**config.mk**
```make
export PLATFORM = sky130hd
export DESIGN_NAME = tmu_blend
export DESIGN_NICKNAME = d
export VERILOG_FILES = /design/src/hw/tmu_pix_pkg.sv /design/src/hw/tmu_frag_pkg.sv /design/src/hw/tmu_blend.sv
export VERILOG_INCLUDE_DIRS = /design/src /design/src/hw
export SDC_FILE = /design/constraint.sdc
export NUM_CORES = 2
export LEC_CHECK = 0
export BUFFER_PORTS_ARGS = -buffer_cell sky130_fd_sc_hd__buf_2
export CAP_MARGIN = 10
export CORE_MARGIN = 3
export CORE_UTILIZATION = 54
export CTS_CLUSTER_DIAMETER = 50
export DETAILED_ROUTE_END_ITERATION = 8
export GPL_ROUTABILITY_DRIVEN = 0
export GPL_TIMING_DRIVEN = 0
export PLACE_DENSITY = 0.68
export SETUP_SLACK_MARGIN = 0.3
export SLEW_MARGIN = 20
export SYNTH_ARGS = -nofsm -noshare
export SYNTH_HDL_FRONTEND = slang
export SYNTH_SLANG_ARGS = --single-unit
export TNS_END_PERCENT = 1
```
**constraint.sdc**
```tcl
create_clock -name sys_clk -period 47.7 [get_ports sys_clk]
set_input_delay 7.155 -clock sys_clk [delete_from_list [all_inputs] [get_ports sys_clk]]
set_output_delay 7.155 -clock sys_clk [all_outputs]
set_load 0.03 [all_outputs]
```
**src/hw/tmu_cfg.svh**
```systemverilog
/*
 * Build-time configuration of the texture blend array
 *  - framebuffer byte address width
 *  - number of parallel blend lanes
 */
`ifndef TMU_CFG_SVH
`define TMU_CFG_SVH

// Framebuffer byte address width
// Fragments carry a 16-bit word address, one bit narrower
`define TMU_FML_DEPTH 26

// Number of blend lanes behind the dispatcher
// 2, 4 and 8 are the supported sizes
`define TMU_LANES 4

`endif

```
**src/hw/tmu_pix_pkg.sv**
```systemverilog
/*
 * Pixel format types
 *  - rgb565_t      one 16-bit colour
 *  - texel_quad_t  the 2x2 texel neighbourhood of a fragment
 *  - frac_t        horizontal and vertical sub-texel fraction
 */
package tmu_pix_pkg;

	// RGB565, red in the top bits
	typedef struct packed {
		logic [4:0] r; // 0..31
		logic [5:0] g; // 0..63, one extra bit of precision
		logic [4:0] b; // 0..31
	} rgb565_t;

	// Neighbourhood around the sample point
	//   a b
	//   c d
	typedef struct packed {
		rgb565_t a; // Top-left
		rgb565_t b; // Top-right
		rgb565_t c; // Bottom-left
		rgb565_t d; // Bottom-right
	} texel_quad_t;

	// Position of the sample inside the quad, in units of 1/64
	// Zero on both axes selects texel a alone
	typedef struct packed {
		logic [5:0] x_frac; // Weight towards b and d
		logic [5:0] y_frac; // Weight towards c and d
	} frac_t;

endpackage

```
**src/hw/tmu_frag_pkg.sv**
```systemverilog
/*
 * Pipeline transport types
 *  - dadr_t       destination framebuffer word address
 *  - frag_t       fragment entering the blend array
 *  - blend_res_t  blended colour leaving the blend array
 */
`include "tmu_cfg.svh"

package tmu_frag_pkg;

	// Word address, one bit narrower than the byte address
	typedef logic [`TMU_FML_DEPTH-2:0] dadr_t;

	// One fragment as handed over by the texel fetch
	typedef struct packed {
		dadr_t                    dadr;   // Passed through untouched
		tmu_pix_pkg::texel_quad_t texels; // 2x2 neighbourhood
		tmu_pix_pkg::frac_t       frac;   // Sample position inside the quad
	} frag_t;

	// Blended pixel on its way to the framebuffer writer
	typedef struct packed {
		dadr_t                dadr;  // Same word as in the fragment
		tmu_pix_pkg::rgb565_t color; // Truncated weighted sum
	} blend_res_t;

endpackage

```
**src/hw/tmu_blend.sv**
```systemverilog
/*
 * Bilinear blend lane, five register stages on one shared enable
 *  - stage 1 forms the four weights from the fractions
 *  - stage 2 retimes the weights ahead of the multipliers
 *  - stage 3 multiplies each weight with each texel channel
 *  - stage 4 retimes the products
 *  - stage 5 sums per channel, address travels alongside
 */
module tmu_blend (
	input  logic                     sys_clk,
	input  logic                     sys_rst,

	input  logic                     pipe_stb_i,
	input  tmu_frag_pkg::frag_t      frag_i,
	output logic                     pipe_ack_o,

	output logic                     pipe_stb_o,
	output tmu_frag_pkg::blend_res_t res_o,
	input  logic                     pipe_ack_i,

	output logic                     busy_o
);

	// Per-channel product or sum
	// Weights sum to 4096, so 12 fraction bits plus the channel width suffice
	typedef struct packed {
		logic [16:0] r;
		logic [17:0] g;
		logic [16:0] b;
	} chan_acc_t;

	logic pipe_en; // Single enable, keeps hard multipliers in one clock domain

	logic [5:1] valid; // Occupancy of stages 1..5
	tmu_frag_pkg::dadr_t [5:1] dadr; // Address delay line

	logic [6:0] x_inv; // 64 - x_frac
	logic [6:0] y_inv; // 64 - y_frac

	logic [3:0][12:0] w_1; // Weights, index 0..3 follows texels a..d
	logic [3:0][12:0] w_2;
	tmu_pix_pkg::texel_quad_t tex_1;
	tmu_pix_pkg::texel_quad_t tex_2;
	tmu_pix_pkg::rgb565_t [3:0] tex_arr_2; // Texels indexed like the weights

	chan_acc_t [3:0] prod_3; // Weighted channels, one entry per texel
	chan_acc_t [3:0] prod_4;
	chan_acc_t sum_5;        // Full precision result

	assign x_inv = 7'd64 - {1'b0, frag_i.frac.x_frac};
	assign y_inv = 7'd64 - {1'b0, frag_i.frac.y_frac};

	assign tex_arr_2 = {tex_2.d, tex_2.c, tex_2.b, tex_2.a};

	// Control, only the valid bits are reset
	always_ff @(posedge sys_clk) begin
		if (sys_rst) begin
			valid <= '0;
		end else if (pipe_en) begin
			valid <= {valid[4:1], pipe_stb_i}; // Advance one stage
		end
	end

	// Datapath
	always_ff @(posedge sys_clk) begin
		if (pipe_en) begin
			dadr <= {dadr[4:1], frag_i.dadr};

			// Stage 1
			w_1[0] <= x_inv * y_inv;                                 // pa
			w_1[1] <= {1'b0, frag_i.frac.x_frac} * y_inv;            // pb
			w_1[2] <= x_inv * {1'b0, frag_i.frac.y_frac};            // pc
			w_1[3] <= frag_i.frac.x_frac * frag_i.frac.y_frac;       // pd
			tex_1 <= frag_i.texels;

			// Stage 2
			w_2 <= w_1;
			tex_2 <= tex_1;

			// Stage 3, twelve multipliers
			for (int k = 0; k < 4; k++) begin
				prod_3[k].r <= w_2[k] * tex_arr_2[k].r;
				prod_3[k].g <= w_2[k] * tex_arr_2[k].g;
				prod_3[k].b <= w_2[k] * tex_arr_2[k].b;
			end

			// Stage 4
			prod_4 <= prod_3;

			// Stage 5, cannot overflow as the weights sum to 4096
			sum_5.r <= prod_4[0].r + prod_4[1].r + prod_4[2].r + prod_4[3].r;
			sum_5.g <= prod_4[0].g + prod_4[1].g + prod_4[2].g + prod_4[3].g;
			sum_5.b <= prod_4[0].b + prod_4[1].b + prod_4[2].b + prod_4[3].b;
		end
	end

	// Whole lane moves when the last stage is free or being drained
	assign pipe_en = ~valid[5] | pipe_ack_i;
	assign pipe_ack_o = pipe_en;

	assign pipe_stb_o = valid[5];

	// Drop the 12 fraction bits to get back to RGB565
	assign res_o = '{
		dadr:  dadr[5],
		color: '{r: sum_5.r[16:12], g: sum_5.g[17:12], b: sum_5.b[16:12]}
	};

	assign busy_o = |valid;

	// A stalled result must stay put until the merger takes it
	a_hold_stalled: assert property (@(posedge sys_clk) disable iff (sys_rst)
		pipe_stb_o && !pipe_ack_i |=> pipe_stb_o && $stable(res_o));

endmodule

```
======== Word level (Yosys, flattened, before mapping) ========
Cells that the tools add are included.
word-level totals
  bits in registers ....................... 828
  input bits .............................. 105
  logic and storage cells ................. 95
cells by class
  add/sub/neg operators ................... 11
  $mul .................................... 16
  bitwise gates (word level) .............. 2
  reduce and logical (&&, ||, !) cells .... 1
operators with widths
  operator             count
  $add 17x17->17       6
  $mul 13x5->17        6
  $add 18x18->18       3
  $mul 13x6->18        3
  $mul 12x5->17        2
  $mul 12x6->18        1
  $sub 7x6->7 const A  2
  $mul 6x7->13         1
  $mul 7x6->13         1
  $mul 7x7->13         1
  $mul 6x6->12         1
  $reduce_or 5->1      1
  $not 1->1            1
  $or 1x1->1           1

======== Depth between registers and ports, before layout ========
  depth in word-level cells ............... 3
  gate-level depth with buffers ........... 21
  mapped depth without buffers ............ 19

======== Least setup slack after synthesis ========
No wires, ideal clock.
  path type ............................... input to output
  from .................................... input pipe_ack_i
  to ...................................... output pipe_ack_o
  arrival ................................. 22.509 ns
  path slack .............................. 18.036 ns
  stages .................................. 2
  path buffers ............................ 0
  path through ............................ nor2b_1 inv_1
between the ends
  word-level cells in the longest chain between the ends .. 1
ends and longest elaborated chain
  what         RTL line         text
  from (decl)  tmu_blend.sv:19  input logic pipe_ack_i,
  $or 1x1->1   tmu_blend.sv:98  assign pipe_en = ~valid[5] | pipe_ack_i;
  to (decl)    tmu_blend.sv:15  output logic pipe_ack_o,
No other way between the ends.

======== Final worst setup path ========
Ends and elaborated chain as after synthesis.

==> impl_results.md <==
* Final Hold Violating Endpoints at 0
* CP endpoint kind: output pin
* Critical Path Start Type: primary input
* Buf/Inv on CP at 4
* Reg clk slew, reported paths at 0.06 ns
* Die X at 325 um
* Synth Register Bits at 786
* Crit path DAT at 8.92 ns
* Grt ovf at 0
* Die Y at 325 um
* CTS Buffer Depth at 3
* Setup TNS Final at 0 ns
* IO Count at 149
* Synth top cells by count: 781 x edfxtp_1, 620 x nand2_1, 602 x fa_1, 533 x inv_1, 441 x ha_1
* Max-cap violations at 0
* Clock sinks at 786
* Total GRT Usage at 0.236
* Synth top area cells: edfxtp_1 43%, fa_1 22%, ha_1 10%
* First DRT Iteration DRCs at 2314
* Layout area overhead at 10.8%
* Ys async rst share at 0
* Yosys top cell by area: edfxtp_1
* Vias at 33.4k
* Post-synth top area share at 0.426
* Yosys warns at 0
* CP dominant cell by count: buf_2
* Post-synth cell types at 72
* Clk Latency, worst-skew pair at 0.71 ns
* Setup bufs post-CTS at 0
* Worst-path maximum fanout at 103
* Wire length on met2 at 57400 um
* Post-CTS sizing at 0
* Dpl hpwl at 95600 um
* Tcrit/Tclk final at 0.337
* Layout cells sized above 1 at 0.0735
* Mean routed wirelength per cell at 19.5 um
* Via density at 5.38
* Final ANT Viol Nets at 0
* Final setup viols at 0
* Number of iterations in the first detailed-routing pass at 5
* CP max-delay cell: nor2b_1
* Syn_nets at 5666
* # DRC at 0
* Largest net degree at the start of global routing at 117
* Netlist Area Pre-Place at 55100 um^2
* Max-slew violation count at 0
* Worst slew pin tran at 1.09 ns
* WP data required at 40.55 ns
* NumNets Final at 5914
* RSZ-0062 raised after global routing: false
* Routed met1 length at 50900 um
* Outcome: complete, no violations
* Number of flops mapped to enable cells by yosys at 781
* CTS Root Cell: clkbuf_16
* Initial antenna violation count at 9
* IO buf count at 142
* Final wirelength at 121000 um
* Count leader, synth: edfxtp_1
* Sequential-to-total area share from yosys stat at 0.427
* Rel. slew slack at 0.275
* Cell Chain, Critical Path: buf_2 > nor2b_1 > inv_8 > buf_16 > buf_2
* CTS tree: yes
* Synth Flop Type: edfxtp_1
* Vias in the first global route at 34.5k
* DR top layer: met4
* Hold-fix buffers, CTS at 0
* Min-delay worst type: reg2reg
* Core Rows at 116
* Tmin final at 16.08 ns
* WS Path Type: in2out
* Initial Utilization at 0.547
* Core Area at 101000 um^2
* Global-route wire length before repair at 193000 um
* H-tree levels at 3
* Fmax at 0.0622 GHz
* Worst path top cell family by delay: buffers and inverters
* Post-Synthesis Cells at 4518
* Crit-path max cell delay at 0.52 ns
* Met3 routed WL at 6340 um
* Layout Skew at 0.0427 ns
* Synth Area per Inst at 12.2 um^2
* Die ar. at 106000 um^2
* Num CTS Buffers at 97
## worst paths after layout
kind	startpoint	to	slack (ns)	depth (start not counted)
setup / recovery	pipe_ack_i	pipe_ack_o	31.62	5
hold / removal	tex_1[35]	tex_2[35]	0.39	0
setup reg to reg	w_2[0]	prod_3[16]	42.06	15
hold reg to reg	tex_1[35]	tex_2[35]	0.39	0
## logic make-up after synthesis
group	after synthesis	share of synthesized area
AO/OA/AOI/OAI	426	0.0503
multiplexers	2	0.000363
buffers and inverters	713	0.0503
XOR/XNOR	241	0.0383
flip-flops	786	0.427
adder cells (fa/ha/maj)	1043	0.319
AND/OR/NAND/NOR	1307	0.115
## sequential cells by signal, indices dropped and copies added (netlist names)
signal and cells:
prod_3 208, prod_4 208, dadr 100, tex_1 64, tex_2 64, w_1 48, w_2 48, res_o 41
valid 5
## per-stage QoR
step / area (um^2) / hold WS, ns / instances / setup WS (ns) / utilization
finish: 61000 / 0.385 / 6202 / 31.62 / 0.606
CTS: 61000 / 0.381 / 6201 / 31.68 / 0.606
detailed placement: 57700 / 0.405 / 6024 / 31.67 / 0.573
global route: 61000 / 0.402 / 6201 / 31.57 / 0.606
floorplan: 55100 / 0.400 / 4518 / 18.04 / -
global placement: 57500 / 0.401 / 6017 / 10.31 / 0.571
## cell type report
cell class / count / area (um^2)
diodes: 1 / 2.50
plain buffers: 171 / 737
clock buffers: 105 / 2460
clock inverters: 72 / 851
fillers: 8118 / 39700
inverters: 542 / 2040
multi-input cells: 3019 / 28800
flip-flops and latches: 786 / 23600
well taps: 1357 / 1700
repair buffers: 149 / 903
## placed cells by master, fill, tap and decap left out, types with 7 or more instances in the layout
| master | synthesis | routed |
|---|---|---|
| a211oi_1 | 15 | 14 |
| a21o_1 | 68 | 68 |
| a21oi_1 | 148 | 148 |
| a31oi_1 | 8 | 8 |
| and2_1 | 407 | 407 |
| and3_1 | 14 | 14 |
| buf_16 | 0 | 7 |
| buf_2 | 0 | 142 |
| buf_4 | 25 | 25 |
| bufinv_16 | 0 | 9 |
| clkbuf_1 | 146 | 153 |
| clkbuf_16 | 0 | 97 |
| clkinv_1 | 2 | 13 |
| clkinv_2 | 1 | 14 |
| clkinv_4 | 0 | 7 |
| clkinvlp_4 | 0 | 8 |
| edfxtp_1 | 781 | 781 |
| fa_1 | 602 | 602 |
| ha_1 | 441 | 441 |
| inv_1 | 533 | 532 |
| inv_6 | 0 | 7 |
| inv_8 | 0 | 9 |
| nand2_1 | 620 | 620 |
| nand2b_1 | 20 | 20 |
| nand3_1 | 30 | 30 |
| nand4_1 | 7 | 7 |
| nor2_1 | 109 | 109 |
| nor2b_1 | 14 | 14 |
| nor3_1 | 43 | 43 |
| nor4_1 | 11 | 11 |
| o211ai_1 | 10 | 10 |
| o21a_1 | 26 | 26 |
| o21ai_0 | 44 | 44 |
| o21ai_1 | 27 | 27 |
| o21bai_1 | 17 | 17 |
| o31ai_1 | 8 | 8 |
| xnor2_1 | 175 | 175 |
| xor2_1 | 66 | 66 |
## layer usage
| layer | track usage | vias to the layer above |
|---|---|---|
| met5 | 0 | - |
| met4 | 0.104 | 0 |
| met3 | 0.0312 | 247 |
| met2 | 0.383 | 904 |
| met1 | 0.320 | 16800 |
| li1 | - | 15500 |
Power is left out: the tool's default activity adds up to more than one toggle a clock period on the data nets, which glitch-free logic cannot reach.
