[config.mk]
export PLATFORM = sky130hd
export DESIGN_NAME = tmu_frag_dispatch
export DESIGN_NICKNAME = d
export VERILOG_FILES = /design/src/hw/tmu_pix_pkg.sv /design/src/hw/tmu_frag_pkg.sv /design/src/hw/tmu_frag_dispatch.sv
export VERILOG_INCLUDE_DIRS = /design/src /design/src/hw
export SDC_FILE = /design/constraint.sdc
export NUM_CORES = 1
export LEC_CHECK = 0
export BUFFER_PORTS_ARGS = -buffer_cell sky130_fd_sc_hd__buf_2
export CORE_AREA = 2 2 83 85
export CTS_CLUSTER_DIAMETER = 60
export DETAILED_ROUTE_END_ITERATION = 7
export DIE_AREA = 0 0 85 87
export SLEW_MARGIN = 20
export SYNTH_ARGS = -nofsm -noshare
export SYNTH_HDL_FRONTEND = slang
export SYNTH_SLANG_ARGS = --single-unit
[constraint.sdc]
create_clock -name sys_clk -period 1.92 [get_ports sys_clk]
set_input_delay 0.288 -clock sys_clk [delete_from_list [all_inputs] [get_ports sys_clk]]
set_output_delay 0.288 -clock sys_clk [all_outputs]
set_load 0.005 [all_outputs]
[src/hw/tmu_cfg.svh]
/*
 * Build-time configuration of the texture blend array
 *  - framebuffer byte address width
 *  - number of parallel blend lanes
 */
`ifndef TMU_CFG_SVH
`define TMU_CFG_SVH

// Framebuffer byte address width
// Fragments carry a 16-bit word address, one bit narrower
`define TMU_FML_DEPTH 26

// Number of blend lanes behind the dispatcher
// 2, 4 and 8 are the supported sizes
`define TMU_LANES 4

`endif

[src/hw/tmu_pix_pkg.sv]
/*
 * Pixel format types
 *  - rgb565_t      one 16-bit colour
 *  - texel_quad_t  the 2x2 texel neighbourhood of a fragment
 *  - frac_t        horizontal and vertical sub-texel fraction
 */
package tmu_pix_pkg;

	// RGB565, red in the top bits
	typedef struct packed {
		logic [4:0] r; // 0..31
		logic [5:0] g; // 0..63, one extra bit of precision
		logic [4:0] b; // 0..31
	} rgb565_t;

	// Neighbourhood around the sample point
	//   a b
	//   c d
	typedef struct packed {
		rgb565_t a; // Top-left
		rgb565_t b; // Top-right
		rgb565_t c; // Bottom-left
		rgb565_t d; // Bottom-right
	} texel_quad_t;

	// Position of the sample inside the quad, in units of 1/64
	// Zero on both axes selects texel a alone
	typedef struct packed {
		logic [5:0] x_frac; // Weight towards b and d
		logic [5:0] y_frac; // Weight towards c and d
	} frac_t;

endpackage

[src/hw/tmu_frag_pkg.sv]
/*
 * Pipeline transport types
 *  - dadr_t       destination framebuffer word address
 *  - frag_t       fragment entering the blend array
 *  - blend_res_t  blended colour leaving the blend array
 */
`include "tmu_cfg.svh"

package tmu_frag_pkg;

	// Word address, one bit narrower than the byte address
	typedef logic [`TMU_FML_DEPTH-2:0] dadr_t;

	// One fragment as handed over by the texel fetch
	typedef struct packed {
		dadr_t                    dadr;   // Passed through untouched
		tmu_pix_pkg::texel_quad_t texels; // 2x2 neighbourhood
		tmu_pix_pkg::frac_t       frac;   // Sample position inside the quad
	} frag_t;

	// Blended pixel on its way to the framebuffer writer
	typedef struct packed {
		dadr_t                dadr;  // Same word as in the fragment
		tmu_pix_pkg::rgb565_t color; // Truncated weighted sum
	} blend_res_t;

endpackage

[src/hw/tmu_frag_dispatch.sv]
/*
 * Fragment dispatcher
 *  - round-robin pointer over the blend lanes
 *  - strobe steered to the pointed lane only
 *  - fragment bus broadcast to all lanes
 *  - upstream acknowledge taken from the pointed lane
 */
`include "tmu_cfg.svh"

module tmu_frag_dispatch (
	input  logic                   sys_clk,
	input  logic                   sys_rst,

	input  logic                   pipe_stb_i,
	input  tmu_frag_pkg::frag_t    frag_i,
	output logic                   pipe_ack_o,

	output logic [`TMU_LANES-1:0]  lane_stb_o,
	output tmu_frag_pkg::frag_t    lane_frag_o,
	input  logic [`TMU_LANES-1:0]  lane_ack_i
);

	localparam int PTR_W = (`TMU_LANES > 1) ? $clog2(`TMU_LANES) : 1;
	localparam logic [PTR_W-1:0] PTR_LAST = PTR_W'(`TMU_LANES - 1);

	logic [PTR_W-1:0] ptr; // Lane receiving the next fragment
	logic xfer;            // Fragment handed to a lane this cycle

	// Every lane sees the same data, only the strobe picks the receiver
	assign lane_frag_o = frag_i;

	always_comb begin
		for (int i = 0; i < `TMU_LANES; i++) begin
			lane_stb_o[i] = pipe_stb_i && (ptr == PTR_W'(i)); // One-hot or idle
		end
	end

	// Back-pressure comes straight from the selected lane
	assign pipe_ack_o = lane_ack_i[ptr];
	assign xfer = pipe_stb_i & pipe_ack_o;

	// Step to the next lane once the current one has taken its fragment
	always_ff @(posedge sys_clk) begin
		if (sys_rst) begin
			ptr <= '0; // Merger starts at lane 0 too
		end else if (xfer) begin
			if (ptr == PTR_LAST)
				ptr <= '0; // Wrap around
			else
				ptr <= ptr + 1'b1;
		end
	end

	// Pointer must never select a lane that does not exist
	a_ptr_in_range: assert property (@(posedge sys_clk) disable iff (sys_rst)
		xfer |=> ptr < `TMU_LANES);

endmodule

# --- After elaboration in Yosys (flattened, before gate mapping) ---
# Cells that the tools add are included.
op_classes:
  n_addsub: 1
  n_lt_le_gt_ge: 1
  n_eq_ne: 3
  muxes: 3
  n_bitwise: 1
  n_reduce_logical: 5
ops:
  columns: ["cell", "n"]
  rows:
  - ["2-bit equality test (second input constant)", 2]
  - ["1-bit logical AND", 4]
  - ["2-bit by 3-bit less-than comparator with 1-bit output (second input constant)", 1]
  - ["2-bit by 1-bit adder with 2-bit output (second input constant)", 1]
  - ["1-bit binary-select mux with 2-bit select", 1]
  - ["2-bit by 1-bit equality test with 1-bit output (second input constant)", 1]
  - ["2-bit zero test", 1]
  - ["2-bit two-way mux", 1]
  - ["1-bit AND", 1]
  - ["1-bit two-way mux", 1]
totals:
  ff_bits: 2
  in_bits: 108
  output_inout_bits: 106
  wordCells: 15

# --- Longest topological paths before layout ---
# Gate-level depths: netlist of the first run.
depth:
  depth_word: 3
  ltp_mapped: 4
  depth_no_buf: 4

# --- Worst setup path before layout of the first run ---
# Ideal clock, no wire load.
synth_timing:
  kind: "register to register"
  start: "register ptr[0]"
  end: "register ptr[1]"
  setup_time_ns: 0.059
  arrival_time_ns: 1.281
  t_required_ns: 1.861
  slack_ns: 0.579
  stages_incl_launch_ff: 4
  path_buffers: 0
  synth_period_minus_slack_ns: 1.341
  path_cell_list: "dfxtp_1 mux4_2 a211oi_2 a41o_1"
synth_via:
  elab_chain_cells: 3
  elab_cells_between_ends: 6
  classes_between: "add/sub: 1; eq/ne: 1; mux: 3; bitwise: 1"
synth_rtl:
  columns: ["element", "line", "text"]
  rows:
  - ["start, declared", "tmu_frag_dispatch.sv:26", "logic [PTR_W-1:0] ptr;"]
  - ["start signal, assigned", "tmu_frag_dispatch.sv:50", "ptr <= ptr + 1'b1;"]
  - ["1-bit binary-select mux with 2-bit select", "tmu_frag_dispatch.sv:39", "assign pipe_ack_o = lane_ack_i[ptr];"]
  - ["1-bit two-way mux (not written as such)", "tmu_frag_dispatch.sv:39", null]
  - ["via pipe_ack_o", "tmu_frag_dispatch.sv:16", "output logic pipe_ack_o,"]
  - ["1-bit AND", "tmu_frag_dispatch.sv:40", "assign xfer = pipe_stb_i & pipe_ack_o;"]
# The timed path passes the listed nets, and every way through them passes these cells. The select of a mux whose other input is x is not followed.
# A chain may end at the register's enable or synchronous reset.

# --- Worst setup path after layout of the first run ---
layout_timing:
  start: "register ptr[0]"
  end: "output port pipe_ack_o"
layout_via:
  elab_chain_cells: 2
layout_rtl:
  columns: ["element", "line"]
  rows:
  - ["1-bit binary-select mux with 2-bit select", "tmu_frag_dispatch.sv:39"]
  - ["1-bit two-way mux (not written as such)", "tmu_frag_dispatch.sv:39"]
  - ["end, declared", "tmu_frag_dispatch.sv:16"]
# Every way passes these cells. The select of a mux whose other input is x is not followed.

==> metrics, run 1 <==
Setup crit end kind=output pin; adder-cell share of the synthesized area=under 10%; delay-heaviest family, CP=multiplexers; status=finished clean; mux cell area share after synthesis=4.64%; slowest stage delay, CP=between 0.5 and 0.6 ns; RSZ-0062 raised after global routing=no; Synth Area in XOR/XNOR=0%; Finish-stage setup viols=0; Setup TNS=0 ns; total die area=roughly 0.0074 mm^2; multi-input logic area=158 um^2; Nets=149; Hold Path Class=in -> reg; post-CTS sizing=0; worst hold margin=0.286 ns; ANT cells=0; CTS HTree Levels=1; Routed Antenna Nets=0; R2R Setup Slk=0.51 ns; Worst Tran Pin Value=0.237 ns; layout cell share with drive strength beyond 1=51.4%; cell area after synthesis=about 970 um^2; max reg flops=2; CP Launch Type=flip-flop; number of fill cells in the layout=757; Tot Pwr=about 0.26 mW; clock skew=between 0.003 and 0.004 ns; GRT Resource Usage Total=between 3 and 4%; clk sinks=2; Clk Latency, worst-skew pair=between 0.2 and 0.25 ns; Die X=around 85 um; Post-Syn Instances=122; drt initial violations=9; final hold violations=0; routability cong.=0.618; pin count of the biggest net entering global routing=9; FMAX=0.603 GHz; CP cell instances=mux4_2 -> buf_2; fin crit period=1.66 ns; Root Driver=clkbuf_8; setup bufs post-CTS=0; vias per cell=3.03; syn avg cell area=between 7 and 8 um^2; DR DRC count=0; crit path DAT=1.37 ns; grt total ovfl=0; I/O pins=214; Buf/Inv on CP=1; first-pass GRT wire length=1950 um; slowest stage cell, crit path=mux4_2; # Max-Cap Violations=0; critical path class=reg -> out; Slew Limit Headroom=84.1%; largest family of logic cells by synthesized area=buffers and inverters; Post-Synth Simple-Gate Area=2.58%; routed len/inst=14.2 um; period utilization=86.4%; worst path required time=1.63 ns; final core utilization=under 10%; Yosys warning total=0; compound-cell area share of the yosys netlist=3.87%; TritonRoute pass-1 iters=2; #FFs+latches synth=2; CTS Buffer Depth=2; CTS tree=yes; max-slew violations=0; initial core utilization=14.8%; vias=around 350; PwrDens=~630 mW/mm^2; Inserted Clock Buffers=3; # hold bufs at CTS=0; Static Leak=about 0.16 nW; maximum vdd drop=242 uV; vias in the first global route=361; sequential share of the synthesized area=a little over 4%; biggest regs=ptr x2; most common cell after layout, fill and taps aside=buf_2; post-synth cell types=11; area of the core=0.00657 mm^2; Buffers on Ports=11; Largest Register=ptr; die height=87 um; Rows=30; syn nets=234; FF/Latch Area=40.0 um^2; Worst Path Max Fanout=6; area grow syn2layout=-57.9%; initial antenna violation count=0; most frequent cells in the layout=11 x buf_2, 4 x inv_1, 4 x and2_1, 4 x ha_1, 3 x clkbuf_8; clock transition at the registers of the reported paths=approximately 0.03 ns; drt total wl=1640 um; HPWL after DPL=~1300 um
## worst paths after layout
path                              start          to  depth (start not counted)
worst max register to register   ptr[0]      ptr[1]                          3
worst min-delay path            sys_rst      ptr[0]                          2
worst min register to register   ptr[0]      ptr[0]                          1
worst max-delay path             ptr[0]  pipe_ack_o                          2
## worst register-to-register path, cell delays in order, from the launching register on
cell and delay [ns]:
dfxtp_1 0.43, mux4_2 0.57, a211oi_2 0.23, a41o_1 0.12
## cell usage after synthesis
| cell type | number | share of area, % |
|---|---|---|
| a311oi_1 | 1 | 0.90 |
| mux2_2 | 2 | 2.3 |
| buf_4 | 101 | 78 |
| a41o_1 | 1 | 1.0 |
| a211oi_2 | 1 | 1.3 |
| inv_1 | 4 | 1.5 |
| dfxtp_1 | 2 | 4.1 |
| a31oi_1 | 1 | 0.64 |
| and2_1 | 4 | 2.6 |
| mux4_2 | 1 | 2.3 |
| ha_1 | 4 | 5.2 |
## layer usage
| metal | vias up | track usage (%) | routed length, um |
|---|---|---|---|
| met5 | - | 0 | 0 |
| li1 | 104 | - | - |
| met3 | 68 | 1.99 | 326 |
| met4 | 0 | 13.4 | 535 |
| met2 | 41 | 2.91 | 452 |
| met1 | 135 | 2.09 | 324 |
## cells by family (layout without fill, tap and decap cells)
kind of cell | count (synthesis) | after routing
DFF | 2 | 2
buffers and inverters | 105 | 18
AOI/OAI and AO/OA | 4 | 4
and+or+nand+nor | 4 | 4
muxes | 3 | 3
adders and majority gates | 4 | 4
## metrics by stage
step / setup WS [ns] / cells / instance area (um^2)
final: 0.261 / 115 / 409
after global routing: 0.196 / 115 / 409
after CTS: 0.258 / 115 / 409
after detailed placement: 0.490 / 112 / 368
after global placement: 0.499 / 112 / 368
after floorplan: 0.579 / 122 / 971
## layout make-up
class | instances | share of cell area, %
multi-input cells | 15 | 38.5
repair buffers | 11 | 13.5
inverters | 4 | 3.67
well taps | 80 | 24.5
clock buffers | 3 | 10.1
flip-flops and latches | 2 | 9.79
## where the power goes
part	internal, mW	leakage [nW]	switching, mW
registers	0.0448	0.0164	0.00521
logic	0.0222	0.126	0.0195
clock network	0.133	0.0216	0.0338
total	0.200	0.164	0.0585
No activity file was read; power rests on OpenSTA's default activity.
==> inputs of run 2 (changes only) <==
--- a/config.mk
+++ b/config.mk
@@ -7,10 +7,11 @@
 export NUM_CORES = 1
 export LEC_CHECK = 0
 export BUFFER_PORTS_ARGS = -buffer_cell sky130_fd_sc_hd__buf_2
-export CORE_AREA = 2 2 83 85
+export CORE_AREA = 2 2 82 84
 export CTS_CLUSTER_DIAMETER = 60
 export DETAILED_ROUTE_END_ITERATION = 7
-export DIE_AREA = 0 0 85 87
+export DIE_AREA = 0 0 84 86
+export SETUP_SLACK_MARGIN = 0.15
 export SLEW_MARGIN = 20
 export SYNTH_ARGS = -nofsm -noshare
 export SYNTH_HDL_FRONTEND = slang
==> constraint.sdc (replaced) <==
create_clock -name sys_clk -period 1.7 [get_ports sys_clk]
set_input_delay 0.255 -clock sys_clk [delete_from_list [all_inputs] [get_ports sys_clk]]
set_output_delay 0.255 -clock sys_clk [all_outputs]
set_load 0.005 [all_outputs]
==> run 2 against run 1 <==
Compared with the run above:
- clock skew is 0.00083 ns lower
- critical path type unchanged
- flip-flop and latch count stayed put
- sequential power is 13% higher
- cell count is 1.7% lower
- critical endpoint unchanged
- clock power is 10% higher
==> metrics, run 2 (synthesized netlist as in run 1, its figures left out) <==
slowest stage cell, crit path=mux4_2; dpl ws=0.289 ns (-0.201 ns); clock transition at the registers of the reported paths=0.03 ns (about the same); delay-heaviest family, CP=multiplexers; routability cong.=0.639 (+3.4%); Routed Antenna Nets=0 (unchanged); slowest stage delay, CP=0.52 ns (-0.05 ns); DR DRC count=0 (unchanged); biggest regs=ptr x2; setup ws final=0.206 ns (-0.0553 ns); area grow syn2layout=-57.0%; Worst Tran Pin Value=0.180 ns (-0.0571 ns); CP cell instances=mux4_2 -> buf_2; grt total ovfl=0 (unchanged); Finish-stage setup viols=0 (unchanged); GRT Resource Usage Total=4.27% (+0.49 points); I/O pins=214 (unchanged); routed len/inst=14.7 um (+3.3%); initial antenna violation count=0 (unchanged); Buf/Inv on CP=1 (unchanged); worst path required time=1.44 ns (-0.19 ns); Tot Pwr=0.291 mW (+13%); vias per cell=3.17 (+4.7%); layout cell share with drive strength beyond 1=58.3% (+6.9 points); TritonRoute pass-1 iters=2 (unchanged); fin crit period=about 1.5 ns; Rows=29 (-3.3%); status=finished clean; HPWL after DPL=1360 um (+7.7%); most frequent cells in the layout=11 x buf_2, 4 x inv_1, 4 x and2_1, 4 x ha_1, 3 x clkbuf_8; drt initial violations=5 (-4); Nets=150 (+0.67%); Largest Register=ptr; clock skew=0.00224 ns (-0.000825 ns); FMAX=0.669 GHz; CP Launch Type=flip-flop; period utilization=87.9%; first-pass GRT wire length=2270 um (+16%); most common cell after layout, fill and taps aside=buf_2; area of the core=0.00628 mm^2 (-4.4%); PwrDens=696 mW/mm^2 (+10%); RSZ-0062 raised after global routing=no; initial core utilization=15.5% (+0.69 points); final hold violations=0 (unchanged); Setup crit end kind=output pin; pin count of the biggest net entering global routing=9 (unchanged); Slew Limit Headroom=87.9% (+3.7 points); CTS HTree Levels=1 (unchanged); max-slew violations=0 (unchanged); maximum vdd drop=133 uV (-45%); Root Driver=clkbuf_8; Inserted Clock Buffers=3 (unchanged); vias in the first global route=420 (+16%); clk sinks=2 (unchanged); Hold Path Class=in -> reg; Setup TNS=0 ns (unchanged); Clk Latency, worst-skew pair=0.21 ns (about the same); Die X=84 um (-1.2%); # Max-Cap Violations=0 (unchanged); Static Leak=0.170 nW (+3.6%); ANT cells=0 (unchanged); critical path class=reg -> out; CTS tree=yes; crit path DAT=1.24 ns (-0.13 ns); worst hold margin=0.247 ns (-0.0391 ns); # hold bufs at CTS=0 (unchanged); max reg flops=2 (unchanged); drt total wl=1660 um (+1.5%); vias=358 (+2.9%); CTS Buffer Depth=2 (unchanged); Buffers on Ports=11 (unchanged); die height=86 um (-1.1%); total die area=0.00722 mm^2 (-2.3%); Worst Path Max Fanout=6 (unchanged); number of fill cells in the layout=733 (-3.2%)
-- run 2: changes by cell type in the layout (fill, tap and decap cells not counted), sizes merged --
cell / change
buf: +1
-- run 2: area by class of cell --
cell class / instances / area, um^2 / area share (%)
Multi-Input combinational cell: 15 / 158 / 37.7
Tap cell: 77 / 96.3 / 23.1
Timing Repair Buffer: 12 / 62.6 / 15.0
Sequential cell: 2 / 45.0 / 10.8
Clock buffer: 3 / 41.3 / 9.88
Inverter: 4 / 15.0 / 3.59
-- run 2: final timing paths --
| path | startpoint | end | slack (ns) | depth (start not counted) |
|---|---|---|---|---|
| max | ptr[0] | pipe_ack_o | 0.21 | 2 |
| min reg2reg | ptr[0] | ptr[0] | 0.48 | 1 |
| min | sys_rst | ptr[0] | 0.25 | 2 |
| max reg2reg | ptr[0] | ptr[1] | 0.28 | 4 |
-- run 2: metal layers --
layer	wire length, um	vias up	part of all wire (%)	track usage (%)
li1	-	106	-	-
met1	365	128	22	2.58
met2	498	65	30	3.20
met3	427	59	26	4.23
met4	371	0	22	11.7
met5	0	-	0	0
-- run 2: metrics by stage --
step | util [%] | instance area, um^2 | cells
after CTS | 6.48 | 407 | 112
after global placement | 5.80 | 364 | 109
after detailed placement | 5.80 | 364 | 109
after global routing | 6.66 | 418 | 113
final | 6.66 | 418 | 113
after floorplan | - | 971 | 122
-- run 2: where the power goes --
group          switching (mW)  leakage [nW]  internal, mW  total (mW)
Combinational          0.0228         0.131        0.0289      0.0517
Sequential            0.00564        0.0175        0.0508      0.0564
Clock                  0.0332        0.0216         0.149       0.183
-- run 2: repair_timing --
action	CTS	global route
setup endpoints to repair	1	3
setup buffers	0	1
resized for setup	1	2
