--- src/hw/tmu_cfg.svh ---
/*
 * Build-time configuration of the texture blend array
 *  - framebuffer byte address width
 *  - number of parallel blend lanes
 */
`ifndef TMU_CFG_SVH
`define TMU_CFG_SVH

// Framebuffer byte address width
// Fragments carry a 16-bit word address, one bit narrower
`define TMU_FML_DEPTH 26

// Number of blend lanes behind the dispatcher
// 2, 4 and 8 are the supported sizes
`define TMU_LANES 4

`endif

--- src/hw/tmu_pix_pkg.sv ---
/*
 * Pixel format types
 *  - rgb565_t      one 16-bit colour
 *  - texel_quad_t  the 2x2 texel neighbourhood of a fragment
 *  - frac_t        horizontal and vertical sub-texel fraction
 */
package tmu_pix_pkg;

	// RGB565, red in the top bits
	typedef struct packed {
		logic [4:0] r; // 0..31
		logic [5:0] g; // 0..63, one extra bit of precision
		logic [4:0] b; // 0..31
	} rgb565_t;

	// Neighbourhood around the sample point
	//   a b
	//   c d
	typedef struct packed {
		rgb565_t a; // Top-left
		rgb565_t b; // Top-right
		rgb565_t c; // Bottom-left
		rgb565_t d; // Bottom-right
	} texel_quad_t;

	// Position of the sample inside the quad, in units of 1/64
	// Zero on both axes selects texel a alone
	typedef struct packed {
		logic [5:0] x_frac; // Weight towards b and d
		logic [5:0] y_frac; // Weight towards c and d
	} frac_t;

endpackage

--- src/hw/tmu_frag_pkg.sv ---
/*
 * Pipeline transport types
 *  - dadr_t       destination framebuffer word address
 *  - frag_t       fragment entering the blend array
 *  - blend_res_t  blended colour leaving the blend array
 */
`include "tmu_cfg.svh"

package tmu_frag_pkg;

	// Word address, one bit narrower than the byte address
	typedef logic [`TMU_FML_DEPTH-2:0] dadr_t;

	// One fragment as handed over by the texel fetch
	typedef struct packed {
		dadr_t                    dadr;   // Passed through untouched
		tmu_pix_pkg::texel_quad_t texels; // 2x2 neighbourhood
		tmu_pix_pkg::frac_t       frac;   // Sample position inside the quad
	} frag_t;

	// Blended pixel on its way to the framebuffer writer
	typedef struct packed {
		dadr_t                dadr;  // Same word as in the fragment
		tmu_pix_pkg::rgb565_t color; // Truncated weighted sum
	} blend_res_t;

endpackage

--- src/hw/tmu_frag_merge.sv ---
/*
 * Result merger
 *  - round-robin pointer in the same order as the dispatcher
 *  - output multiplexed from the pointed lane
 *  - acknowledge routed back to the pointed lane only
 */
`include "tmu_cfg.svh"

module tmu_frag_merge (
	input  logic                                     sys_clk,
	input  logic                                     sys_rst,

	input  logic [`TMU_LANES-1:0]                    res_stb_i,
	input  tmu_frag_pkg::blend_res_t [`TMU_LANES-1:0] res_i,
	output logic [`TMU_LANES-1:0]                    res_ack_o,

	output logic                                     pipe_stb_o,
	output tmu_frag_pkg::blend_res_t                 res_o,
	input  logic                                     pipe_ack_i
);

	localparam int PTR_W = (`TMU_LANES > 1) ? $clog2(`TMU_LANES) : 1;
	localparam logic [PTR_W-1:0] PTR_LAST = PTR_W'(`TMU_LANES - 1);

	logic [PTR_W-1:0] ptr; // Lane holding the oldest outstanding result
	logic xfer;            // Result leaves this cycle

	// Present only the lane whose turn it is
	assign pipe_stb_o = res_stb_i[ptr];
	assign res_o = res_i[ptr];
	assign xfer = pipe_stb_o & pipe_ack_i;

	// Other lanes see acknowledge low and hold their last stage
	always_comb begin
		for (int i = 0; i < `TMU_LANES; i++) begin
			res_ack_o[i] = pipe_ack_i && (ptr == PTR_W'(i));
		end
	end

	// Advance after each result, same rotation as dispatch
	always_ff @(posedge sys_clk) begin
		if (sys_rst) begin
			ptr <= '0;
		end else if (xfer) begin
			if (ptr == PTR_LAST)
				ptr <= '0;
			else
				ptr <= ptr + 1'b1;
		end
	end

	// Any lane-side transfer must be the selected lane strobing out
	a_xfer_selected: assert property (@(posedge sys_clk) disable iff (sys_rst)
		|(res_stb_i & res_ack_o) |-> xfer && res_stb_i[ptr]
			&& $onehot(res_stb_i & res_ack_o));

endmodule

--- config.mk ---
export PLATFORM = sky130hd
export DESIGN_NAME = tmu_frag_merge
export DESIGN_NICKNAME = d
export VERILOG_FILES = /design/src/hw/tmu_pix_pkg.sv /design/src/hw/tmu_frag_pkg.sv /design/src/hw/tmu_frag_merge.sv
export VERILOG_INCLUDE_DIRS = /design/src /design/src/hw
export SDC_FILE = /design/constraint.sdc
export NUM_CORES = 1
export LEC_CHECK = 0
export ABC_AREA = 1
export BUFFER_PORTS_ARGS = -buffer_cell sky130_fd_sc_hd__buf_2
export CAP_MARGIN = 40
export CORE_AREA = 2 2 84 86
export CTS_BUF_LIST = sky130_fd_sc_hd__clkbuf_16
export CTS_CLUSTER_SIZE = 20
export DETAILED_ROUTE_END_ITERATION = 8
export DIE_AREA = 0 0 86 88
export GPL_TIMING_DRIVEN = 0
export PLACE_DENSITY = 0.69
export SETUP_SLACK_MARGIN = 0.3
export SLEW_MARGIN = 20
export SYNTH_ARGS = -nofsm -noshare
export SYNTH_HDL_FRONTEND = slang
export SYNTH_SLANG_ARGS = --single-unit
--- constraint.sdc ---
create_clock -name sys_clk -period 4.08 [get_ports sys_clk]
set_input_delay 1.02 -clock sys_clk [delete_from_list [all_inputs] [get_ports sys_clk]]
set_output_delay 1.02 -clock sys_clk [all_outputs]
set_load 0.02 [all_outputs]
* After elaboration in Yosys (flattened, before gate mapping)
Index checks and enable logic that the tools add are counted.
** Storage, ports and cells
- Flip-flop bits (word level) :: 2
- Input bits :: 171
- Output and inout port bits :: 46
- Word-level logic and storage cells :: 17
** Operators by class
- Add/sub/neg operators :: 1
- Order comparisons :: 1
- Equality and inequality tests :: 3
- Muxes and demuxes :: 5
- Bitwise operators :: 1
- Reduce and logical (&&, ||, !) cells :: 5
** Operators with widths (count)
- $bmux 41 s2 :: 1
- $mux 41 :: 1
- $eq 2x2->1 const B :: 2
- $logic_and 1x1->1 :: 4
- $lt 2x3->1 const B :: 1
- $add 2x1->2 const B :: 1
- $bmux 1 s2 :: 1
- $eq 2x1->1 const B :: 1
- $logic_not 2->1 :: 1
- $mux 2 :: 1
- $and 1x1->1 :: 1
- $mux 1 :: 1

* Longest topological paths before layout
Gate-level depths: netlist of the first run.
- Depth in word-level cells :: 3
- Gate-level depth with buffers :: 8
- Gate-level depth less buffers :: 7

* Worst setup path before layout of the first run
Ideal clock, no wire load.
- Path type :: in2out
- Start :: input port res_i[122] in the netlist's numbering
- End :: output port res_o[40] in the netlist's numbering
- Data arrival time :: 1.456 ns
- Slack :: 1.604 ns
- Cell stages on the path :: 2
- Path through :: o21ai_0 > o22ai_1
** RTL lines
- start, declared :: RTL line tmu_frag_merge.sv:14 : input tmu_frag_pkg::blend_res_t [`TMU_LANES-1:0] res_i,
- end, declared :: RTL line tmu_frag_merge.sv:18 : output tmu_frag_pkg::blend_res_t res_o,

==> results by group, run 1 <==
Status
  – Status: finished clean

Pwr
  – Clk network pwr share: between 20% and 30%
  – Pwr per Cell Area: about 270 nW/µm²
  – Part of the power in registers: under 10%
  – Switching share of total power: about 50%
  – NetSw: between 300 and 400 µW
  – Logic gate share of total power: between 70 and 80%
  – LEAKAGE: ~1.5 nW
  – Max VDD drop: 0.166 mV
  – P_int: between 300 and 400 µW

Drt
  – Initial DRC count: 68
  – Number of remaining DRC errors: 0
  – Via/cell ratio: 4.88
  – Post-route antenna net violation count: 0
  – Total Wirelength: a little under 8 mm
  – DR WL/cell: 13.8 µm
  – DR vias: 2769
  – DRT Pass-1 Iters: 4

Logic synthesis
  – Netlist cell types: 20
  – Synth Register Bits: 2
  – Top-count cell post-synth: nor2_1
  – Post-synth top flop: dfxtp_1
  – Cell taking the most area after synthesis: nor2_1
  – Cells after Synth: between 200 and 300
  – Post-synth EDFFs: 0
  – Syn avg cell area: 5.13 µm²
  – Top cell type's share of synthesized area: between 20% and 30%
  – Syn_nets: between 400 and 500
  – Register area share after synthesis: 2.91%
  – Async SR Flop Fraction: 0%
  – Largest cells by area after synthesis: nor2_1, o21ai_0, o22ai_1
  – Post-synth top cells: nor2_1, o21ai_0, o22ai_1
  – Ys Warns: 0
  – Synthesized cell area: ~1400 µm²

Cells and area
  – Layout cells sized above 1: between 50% and 60%
  – Max FFs per register: 2
  – Layout Nets: about 660
  – Largest regs: ptr x2
  – Post-route cell area: between 2000 and 3000 µm²
  – Area delta synth->final: 91.4%
  – Number of diodes: 0
  – Most flops, register: ptr

Setup path
  – Crit-path max FO: 10
  – Worst-path cell chain: buf_4 > buf_2 > nor2_1 > o22ai_1 > buf_2
  – Setup crit start kind: register
  – Max stage delay on crit path: between 0.5 and 0.6 ns
  – Worst setup path category: register to output port
  – Worst endpoint data arrival time: approximately 1.8 ns
  – Slowest CP cell: dfxtp_1
  – CP required: around 3.1 ns
  – Crit. End Element: output port
  – Critical Path Most Common Cell: buf_2
  – Delay-heaviest family, CP: buffers and inverters
  – Crit path buf inv count: 3

GRT
  – Met1 GRT Util: between 20% and 30%
  – Total grt overflow: 0
  – Vias in the first global route: 2311
  – First-pass GRT wire length: around 12 mm
  – Largest net degree at the start of global routing: 12
  – Gr usage total: 18.7%
  – Initial antenna violation count: 0
  – GR met2 Demand/Resource: 33.1%
  – Top Usage Layer GRT: met2
  – Met3 GRT Util: 1.70%

STA
  – Slew headroom: between 60 and 70%
  – # setup viols final: 0
  – Hold Vio Cnt, Final: 0
  – Tmin final: between 2 and 3 ns
  – Setup Skew: around 0.00023 ns
  – RSZ-0062 raised after global routing: false
  – Period utilisation layout: 67.9%
  – FMAX: between 0.3 and 0.4 GHz
  – Setup tns final: 0 ns
  – Worst slew pin tran: roughly 0.47 ns
  – Final slew viol count: 0
  – Hold WS: roughly 0.77 ns

Clocking
  – Clk sink count: 2
  – H-tree depth: 1
  – Clock transition at path regs: ~0.030 ns
  – Post-CTS sizing: 0
  – CTS tree: yes
  – Post-CTS Setup Bufs: 0
  – Longest Clk Path Bufs: 2
  – CTS buffer count: 3
  – Cts-stage hold buffer count: 0
  – Root buffer cell: clkbuf_16
  – Clk_lat worst skew: 0.22 ns

Hold path
  – Hold Path Class: register to register

Placed design
  – Gpl congestion: around 0.93
  – DP Area: 2550 µm²
  – Post-DP HPWL: ~6.2 mm
  – Port bufs: 216

Floorplanning
  – Die X: 86 µm
  – Vert. Die Dim: slightly below 90 µm
  – Core footprint: between 6000 and 7000 µm²
  – Ports: 217
  – Starting Density: 20.7%
  – Overall die area: around 7600 µm²
  – Number of core rows: 30

Run
  – Max-cap viol count: 0
[cell families (layout without fill, tap and decap cells)]
group / after synthesis / after routing / share of synthesized area (%)
and+or+nand+nor: 103 / 103 / 30.6
AOI/OAI and AO/OA: 124 / 124 / 50.3
buffers and inverters: 35 / 254 / 12.6
adders and majority gates: 4 / 4 / 3.64
DFF: 2 / 2 / 2.91
[worst min-delay path: cells and delay by family, from the launching register on]
| kind | cells | cell delay (ns) |
|---|---|---|
| buf+inv | 1 | 0.03 |
| compound gates | 1 | 0.18 |
| flops | 1 | 0.43 |
| simple gates | 2 | 0.10 |
[metal layers]
metal / wire length (µm) / share of wire (%)
met5: 0 / 0
met4: 12 / 0.15
met3: 505 / 6.5
met1: 3420 / 44
met2: 3880 / 50
[layout by cell type (no fill, tap or decap)]
cell	instances
buf_2	231
clkbuf_16	3
inv_2	2
clkbuf_1	6
nand2_2	1
nor2_1	86
inv_1	7
o22ai_1	38
buf_4	4
ha_1	4
a21oi_1	1
nand2_4	1
o21ai_1	27
o21ai_0	55
dfxtp_1	2
nand2_1	10
buf_6	1
and2_1	1
o22ai_2	3
nand4_1	1
nand3_2	3
[area by class of cell]
cell class	instances	area (µm²)
Inverter	9	33.8
Timing Repair Buffer	216	1080
Clock buffer	3	75.1
Sequential cell	2	40.0
Multi-Input combinational cell	231	1160
Fill cell	761	4010
Tap cell	80	100
Buffer	26	139
[power by group through the flow]
stage | clock network [mW] | logic (mW) | registers [mW]
2_1_floorplan | 0 | 0.330 | 0.0263
4_1_cts | 0.150 | 0.549 | 0.0295
3_3_place_gp | 0 | 0.541 | 0.0295
6_report | 0.146 | 0.547 | 0.0291
3_5_place_dp | 0 | 0.547 | 0.0297
5_1_grt | 0.153 | 0.599 | 0.0301
[final timing paths]
| kind | startpoint | endpoint | slack [ns] | cells past startpoint |
|---|---|---|---|---|
| min reg2reg | ptr[1] | ptr[1] | 0.77 | 4 |
| max reg2reg | ptr[0] | ptr[1] | 2.47 | 8 |
| max | ptr[0] | res_o[27] | 1.31 | 5 |
| min | ptr[1] | ptr[1] | 0.77 | 4 |
[per-stage QoR]
step                power, mW  setup WS, ns  utilization (%)  std cells
finish                  0.723          1.31             39.6        567
global route            0.782          1.17             39.6        567
CTS                     0.728          1.27             39.6        567
detailed placement      0.576          1.44             38.5        564
global placement        0.571          1.46             38.5        564
floorplan               0.356          1.60                -        268
Power figures use the tool's default switching activity.
==> run 2: changes to the inputs <==
Settings changed: CORE_AREA 2 2 84 86 to 2 2 83 85, DIE_AREA 0 0 86 88 to 0 0 85 87, PLACE_DENSITY 0.69 to 0.72.
Clock period 4.08 ns to 2.4 ns, I/O delays scaled along.
==> run 2 against run 1 <==
Net effect: clock skew rose by 0.00098 ns; sequential share of layout area rose by 0.24 points; flip-flop and latch count did not move; die area fell by 2.3%; via count fell by 1.8%; total power rose by 75%; final cell count did not move; global-route usage rose by 0.30 points.
==> results by group, run 2 (same netlist as run 1, synthesis figures left out) <==
Clocking
  – Cts-stage hold buffer count: 0
  – Post-CTS Setup Bufs: 0
  – H-tree depth: 1
  – Clk_lat worst skew: around 0.22 ns
  – Clock transition at path regs: 0.03 ns
  – Longest Clk Path Bufs: 2
  – Root buffer cell: clkbuf_16
  – CTS buffer count: 3
  – CTS tree: yes
  – Clk sink count: 2

GRT
  – Initial antenna violation count: 0
  – Gr usage total: a little under a fifth
  – Total grt overflow: 0
  – Largest net degree at the start of global routing: 12
  – First-pass GRT wire length: approximately 12 mm
  – Vias in the first global route: around 2.5k

Setup path
  – FF-to-FF End: ptr[1]
  – Worst setup path category: register to output port
  – Worst Reg2Reg Path Length in Cells: 8
  – Worst Setup EP: res_o[24]
  – Crit. End Element: output port
  – Critical path startpoint: ptr[0]
  – Crit-path max FO: 10
  – R2R Setup Slk: slightly above 1 ns
  – CP required: approximately 1.8 ns
  – R2R Path Start: ptr[0]
  – Setup crit start kind: register
  – Worst endpoint data arrival time: 1.44 ns

Placed design
  – Post-DP HPWL: just over 6 mm
  – Placed cell count: roughly 560
  – Gpl congestion: slightly above 0.8
  – Port bufs: roughly 220
  – DP Area: around 2600 µm²

STA
  – RSZ-0062 raised after global routing: false
  – Tmin final: a little over 2 ns
  – # setup viols final: 0
  – Setup tns final: 0 ns
  – FMAX: between 0.4 and 0.5 GHz
  – Hold Vio Cnt, Final: 0
  – Slew headroom: 83.0%
  – Hold WS: roughly 0.62 ns
  – Period utilisation layout: 85.0%
  – Worst slew pin tran: 0.252 ns
  – Final slew viol count: 0
  – Setup Skew: 0.00121 ns

Floorplanning
  – Ports: 217
  – Core footprint: around 6600 µm²
  – Starting Density: between 20% and 30%
  – Number of core rows: 30
  – Overall die area: about 7400 µm²
  – Vert. Die Dim: between 80 and 90 µm
  – Die X: between 80 and 90 µm

Drt
  – Total Wirelength: 7.61 mm
  – DRT Pass-1 Iters: 4
  – DR WL/cell: approximately 13 µm
  – DR vias: around 2.7k
  – Number of remaining DRC errors: 0
  – Via/cell ratio: about 4.8
  – Initial DRC count: approximately 50
  – Post-route antenna net violation count: 0

Run
  – Max-cap viol count: 0

Hold path
  – Hold Path Class: input port to register

Cells and area
  – Layout cells sized above 1: 52.8%
  – Most flops, register: ptr
  – Leading cell type in the layout, fill and taps excluded: buf_2
  – Post-route cell area: 2700 µm²
  – Area delta synth->final: 96.8%
  – Layout Nets: about 660
  – Fin cells: about 570
  – Most frequent cells in the layout: buf_2, nor2_1, o21ai_0
  – Number of diodes: 0
  – Largest regs: ptr x2
  – Max FFs per register: 2

Pwr
  – LEAKAGE: about 1.5 nW
  – Pwr per Cell Area: about 470 nW/µm²
  – Max VDD drop: between 0.3 and 0.4 mV

Status
  – Status: finished clean
[run 2: per-stage QoR]
step / utilization (%) / power, mW / worst slack [ns]
after global routing: 41.2 / 1.36 / 0.249
after floorplan: - / 0.606 / 0.602
after detailed placement: 38.9 / 0.979 / 0.302
final: 41.2 / 1.26 / 0.360
after CTS: 40.5 / 1.25 / 0.266
after global placement: 38.9 / 0.969 / 0.325
[run 2: critical path: stages (launching register included)]
cell and delay, ns:
dfxtp_4 0.37, inv_4 0.08, buf_8 0.14, clkbuf_4 0.21, o21ai_1 0.08, o22ai_1 0.13, buf_2 0.20
[run 2: power by group]
part           leakage, nW  switching, mW  internal (mW)
combinational         1.47          0.571          0.391
clock               0.0370         0.0371          0.212
sequential          0.0178         0.0134         0.0385
[run 2: worst min-delay path by stage]
stage | start | endpoint | slack (ns) | cells past startpoint
finish | sys_rst | ptr[0] | 0.62 | 4
global route | sys_rst | ptr[0] | 0.65 | 4
CTS | sys_rst | ptr[0] | 0.62 | 4
detailed placement | ptr[1] | ptr[1] | 0.81 | 4
global placement | ptr[1] | ptr[1] | 0.78 | 4
floorplan | ptr[1] | ptr[1] | 0.65 | 4
[run 2: cell type report]
type,count,area [µm²]
Timing Repair Buffer,216,1090
Tap cell,80,100
Multi-Input combinational cell,231,1160
Sequential cell,2,47.5
Clock buffer,3,75.1
Fill cell,711,3860
Buffer,26,190
Inverter,9,38.8
[run 2: routing by layer]
metal  track usage [%]  share of wire [%]  vias to the layer above
met4              3.17               0.26                        0
li1                  -                  -                     1383
met1              24.3                 42                     1192
met2              33.7                 50                      139
met3              3.22                7.7                        4
met5                 0                  0                        -
[run 2: repair_timing]
| action | in CTS | in global routing |
|---|---|---|
| setup endpoints to repair | 44 | 32 |
| resized for setup | 14 | 20 |
| pin swaps | 0 | 1 |
==> run 3: changes to the inputs <==
Settings changed: ABC_AREA 1 to unset, CORE_AREA 2 2 83 85 to 2 2 85 87, DIE_AREA 0 0 85 87 to 0 0 87 89, PLACE_DENSITY 0.72 to 0.67.
==> run 3 against run 2 <==
Net effect: register-to-register slack worse by 0.09 ns; non-clock buffer count down 6; utilization up 3.1 points; critical path depth down 2; total power down 17%; first-iteration DRC count down 45%; flip-flop and latch count unchanged; cell area up 9.9%; clock skew about the same; critical path type unchanged.
==> results by group, run 3 <==
Status
  – Status: finished clean

Drt
  – Initial DRC count: 28
  – Via/cell ratio: ~4.8
  – Number of remaining DRC errors: 0
  – DR vias: ~1.8k
  – Max Used Layer: met4
  – Routed length on met3: 682 µm
  – WL met2: 3.86 mm
  – Post-route antenna net violation count: 0
  – DR WL/cell: 18.6 µm
  – Total Wirelength: approximately 7.1 mm
  – DRT Pass-1 Iters: 4
  – DRT met1 WL: ~2.4 mm

GRT
  – Initial antenna violation count: 0
  – Gr usage total: approximately 15%
  – First-pass GRT wire length: between 8 and 9 mm
  – Vias in the first global route: roughly 1.8k
  – Total grt overflow: 0
  – Largest net degree at the start of global routing: 11

Pwr
  – P_int: between 700 and 800 µW
  – Pwr per Cell Area: about 350 nW/µm²
  – NetSw: about 350 µW
  – Switching share of total power: 33.5%
  – Tot Pwr: between 1 and 1.5 mW
  – Max VDD drop: slightly above 0.2 mV
  – LEAKAGE: 1.44 nW
  – Logic gate share of total power: 72.4%
  – Part of the power in registers: 3.7%
  – Clk network pwr share: between 20% and 30%

STA
  – # setup viols final: 0
  – Worst slew pin tran: 0.194 ns
  – Setup tns final: 0 ns
  – Hold Vio Cnt, Final: 0
  – RSZ-0062 raised after global routing: true
  – Slew headroom: 87.0%
  – Tmin final: between 2 and 2.5 ns
  – Setup Skew: 0.000804 ns
  – Final slew viol count: 0
  – Period utilisation layout: roughly nine tenths
  – Hold WS: approximately 0.58 ns
  – FMAX: around 0.46 GHz

Floorplanning
  – Vert. Die Dim: ~89 µm
  – Core footprint: approximately 6700 µm²
  – Number of core rows: 30
  – Ports: ~220
  – Die X: between 80 and 90 µm
  – Overall die area: between 7000 and 8000 µm²
  – Starting Density: ~18%

Logic synthesis
  – Register area share after synthesis: under 10%
  – Post-synth top flop: dfxtp_1
  – Post-synth EDFFs: 0
  – Syn_nets: 247
  – Largest cells by area after synthesis: mux4_2, ha_1, dfxtp_1
  – Post-synth top cells: mux4_2, buf_2, and2_1, ha_1, inv_1
  – Async SR Flop Fraction: 0%
  – Syn avg cell area: between 15 and 20 µm²
  – Ys Warns: 0
  – Cells after Synth: 72
  – Synthesized cell area: 1190 µm²
  – Synth Register Bits: 2
  – Top-count cell post-synth: mux4_2
  – Netlist cell types: 13
  – Top cell type's share of synthesized area: 79.6%
  – Cell taking the most area after synthesis: mux4_2

Clocking
  – Clock transition at path regs: about 0.030 ns
  – Clk_lat worst skew: roughly 0.22 ns
  – H-tree depth: 1
  – Clk sink count: 2
  – CTS tree: yes
  – Root buffer cell: clkbuf_16
  – CTS buffer count: 3
  – Longest Clk Path Bufs: 2

Setup path
  – Setup crit start kind: register
  – CP required: 1.80 ns
  – R2R Setup Slk: a little over 0.9 ns
  – Worst endpoint data arrival time: roughly 1.6 ns
  – Worst setup path category: register to output port
  – Crit-path max FO: 7
  – Crit. End Element: output port

Cells and area
  – Layout cells sized above 1: a little over nine tenths
  – Fill cells: 630
  – Largest regs: ptr x2
  – Most flops, register: ptr
  – Layout Utilization: 44.2%
  – Most frequent cells in the layout: buf_2, buf_6, mux4_2
  – Leading cell type in the layout, fill and taps excluded: buf_2
  – Max FFs per register: 2
  – Layout Nets: 478
  – Number of diodes: 0
  – Area delta synth->final: 150%

Hold path
  – Hold Path Class: input port to register

Placed design
  – Gpl congestion: between 0.8 and 0.9
  – Post-DP HPWL: 5.99 mm
  – Port bufs: 216

Run
  – Max-cap viol count: 0
-- run 3: cell types whose count changed in the layout (fill, tap and decap cells not counted), moves of 10 or more --
cell	previous run	this run
mux4_2	0	42
o22ai_1	38	0
o21ai_0	55	0
nor2_1	86	0
o21ai_1	27	0
buf_2	218	174
buf_6	2	45
nand2_1	10	0
-- run 3: worst max-delay path: stages, from the launching register on --
cell and delay [ns]:
dfxtp_4 0.37, buf_12 0.16, clkbuf_16 0.16, mux4_2 0.53, buf_6 0.16
-- run 3: cell families after synthesis --
family / after synthesis / share of synthesized area, %
buf+inv: 14 / 5.68
flops: 2 / 3.37
fa+ha+maj: 4 / 4.21
compound gates: 4 / 3.16
simple gates: 4 / 2.10
mux: 44 / 81.5
-- run 3: metal layers --
layer,track usage (%),vias to the layer above
li1,-,804
met1,16.2,892
met2,29.0,120
met3,3.60,10
met4,2.56,0
met5,0,-
-- run 3: power by group through the flow --
stage | sequential (mW) | combinational (mW) | clock [mW]
3_3_place_gp | 0.0381 | 0.563 | 0
6_report | 0.0393 | 0.762 | 0.251
3_5_place_dp | 0.0382 | 0.575 | 0
4_1_cts | 0.0382 | 0.622 | 0.254
5_1_grt | 0.0397 | 0.801 | 0.259
2_1_floorplan | 0.0379 | 0.320 | 0
-- run 3: area by class of cell --
class / count / area (µm²) / share of cell area, %
plain buffers: 10 / 145 / 4.88
well taps: 80 / 100 / 3.37
clock buffers: 3 / 75.1 / 2.53
repair buffers: 226 / 1510 / 50.8
inverters: 4 / 15.0 / 0.505
multi-input cells: 56 / 1080 / 36.4
flip-flops and latches: 2 / 43.8 / 1.47
-- run 3: per-stage QoR --
stage,instances,cell area [µm²],setup WS (ns)
5_1_grt,381,2970,0.186
6_report,381,2970,0.210
3_3_place_gp,368,2370,0.162
3_5_place_dp,368,2370,0.117
2_1_floorplan,72,1190,0.402
4_1_cts,375,2580,0.225
-- run 3: repair_timing --
action                     CTS  global route
hold buffers                 0             0
cloned                       0             5
gates resized for setup     35            85
setup endpoints to repair   43            42
buffers inserted             4             1
-- run 3: path summary, 6_finish.rpt --
check / start / end / cells past startpoint
setup reg to reg: ptr[0] / ptr[1] / 4
setup / recovery: ptr[0] / res_o[20] / 4
hold / removal: sys_rst / ptr[0] / 2
hold reg to reg: ptr[1] / ptr[0] / 4
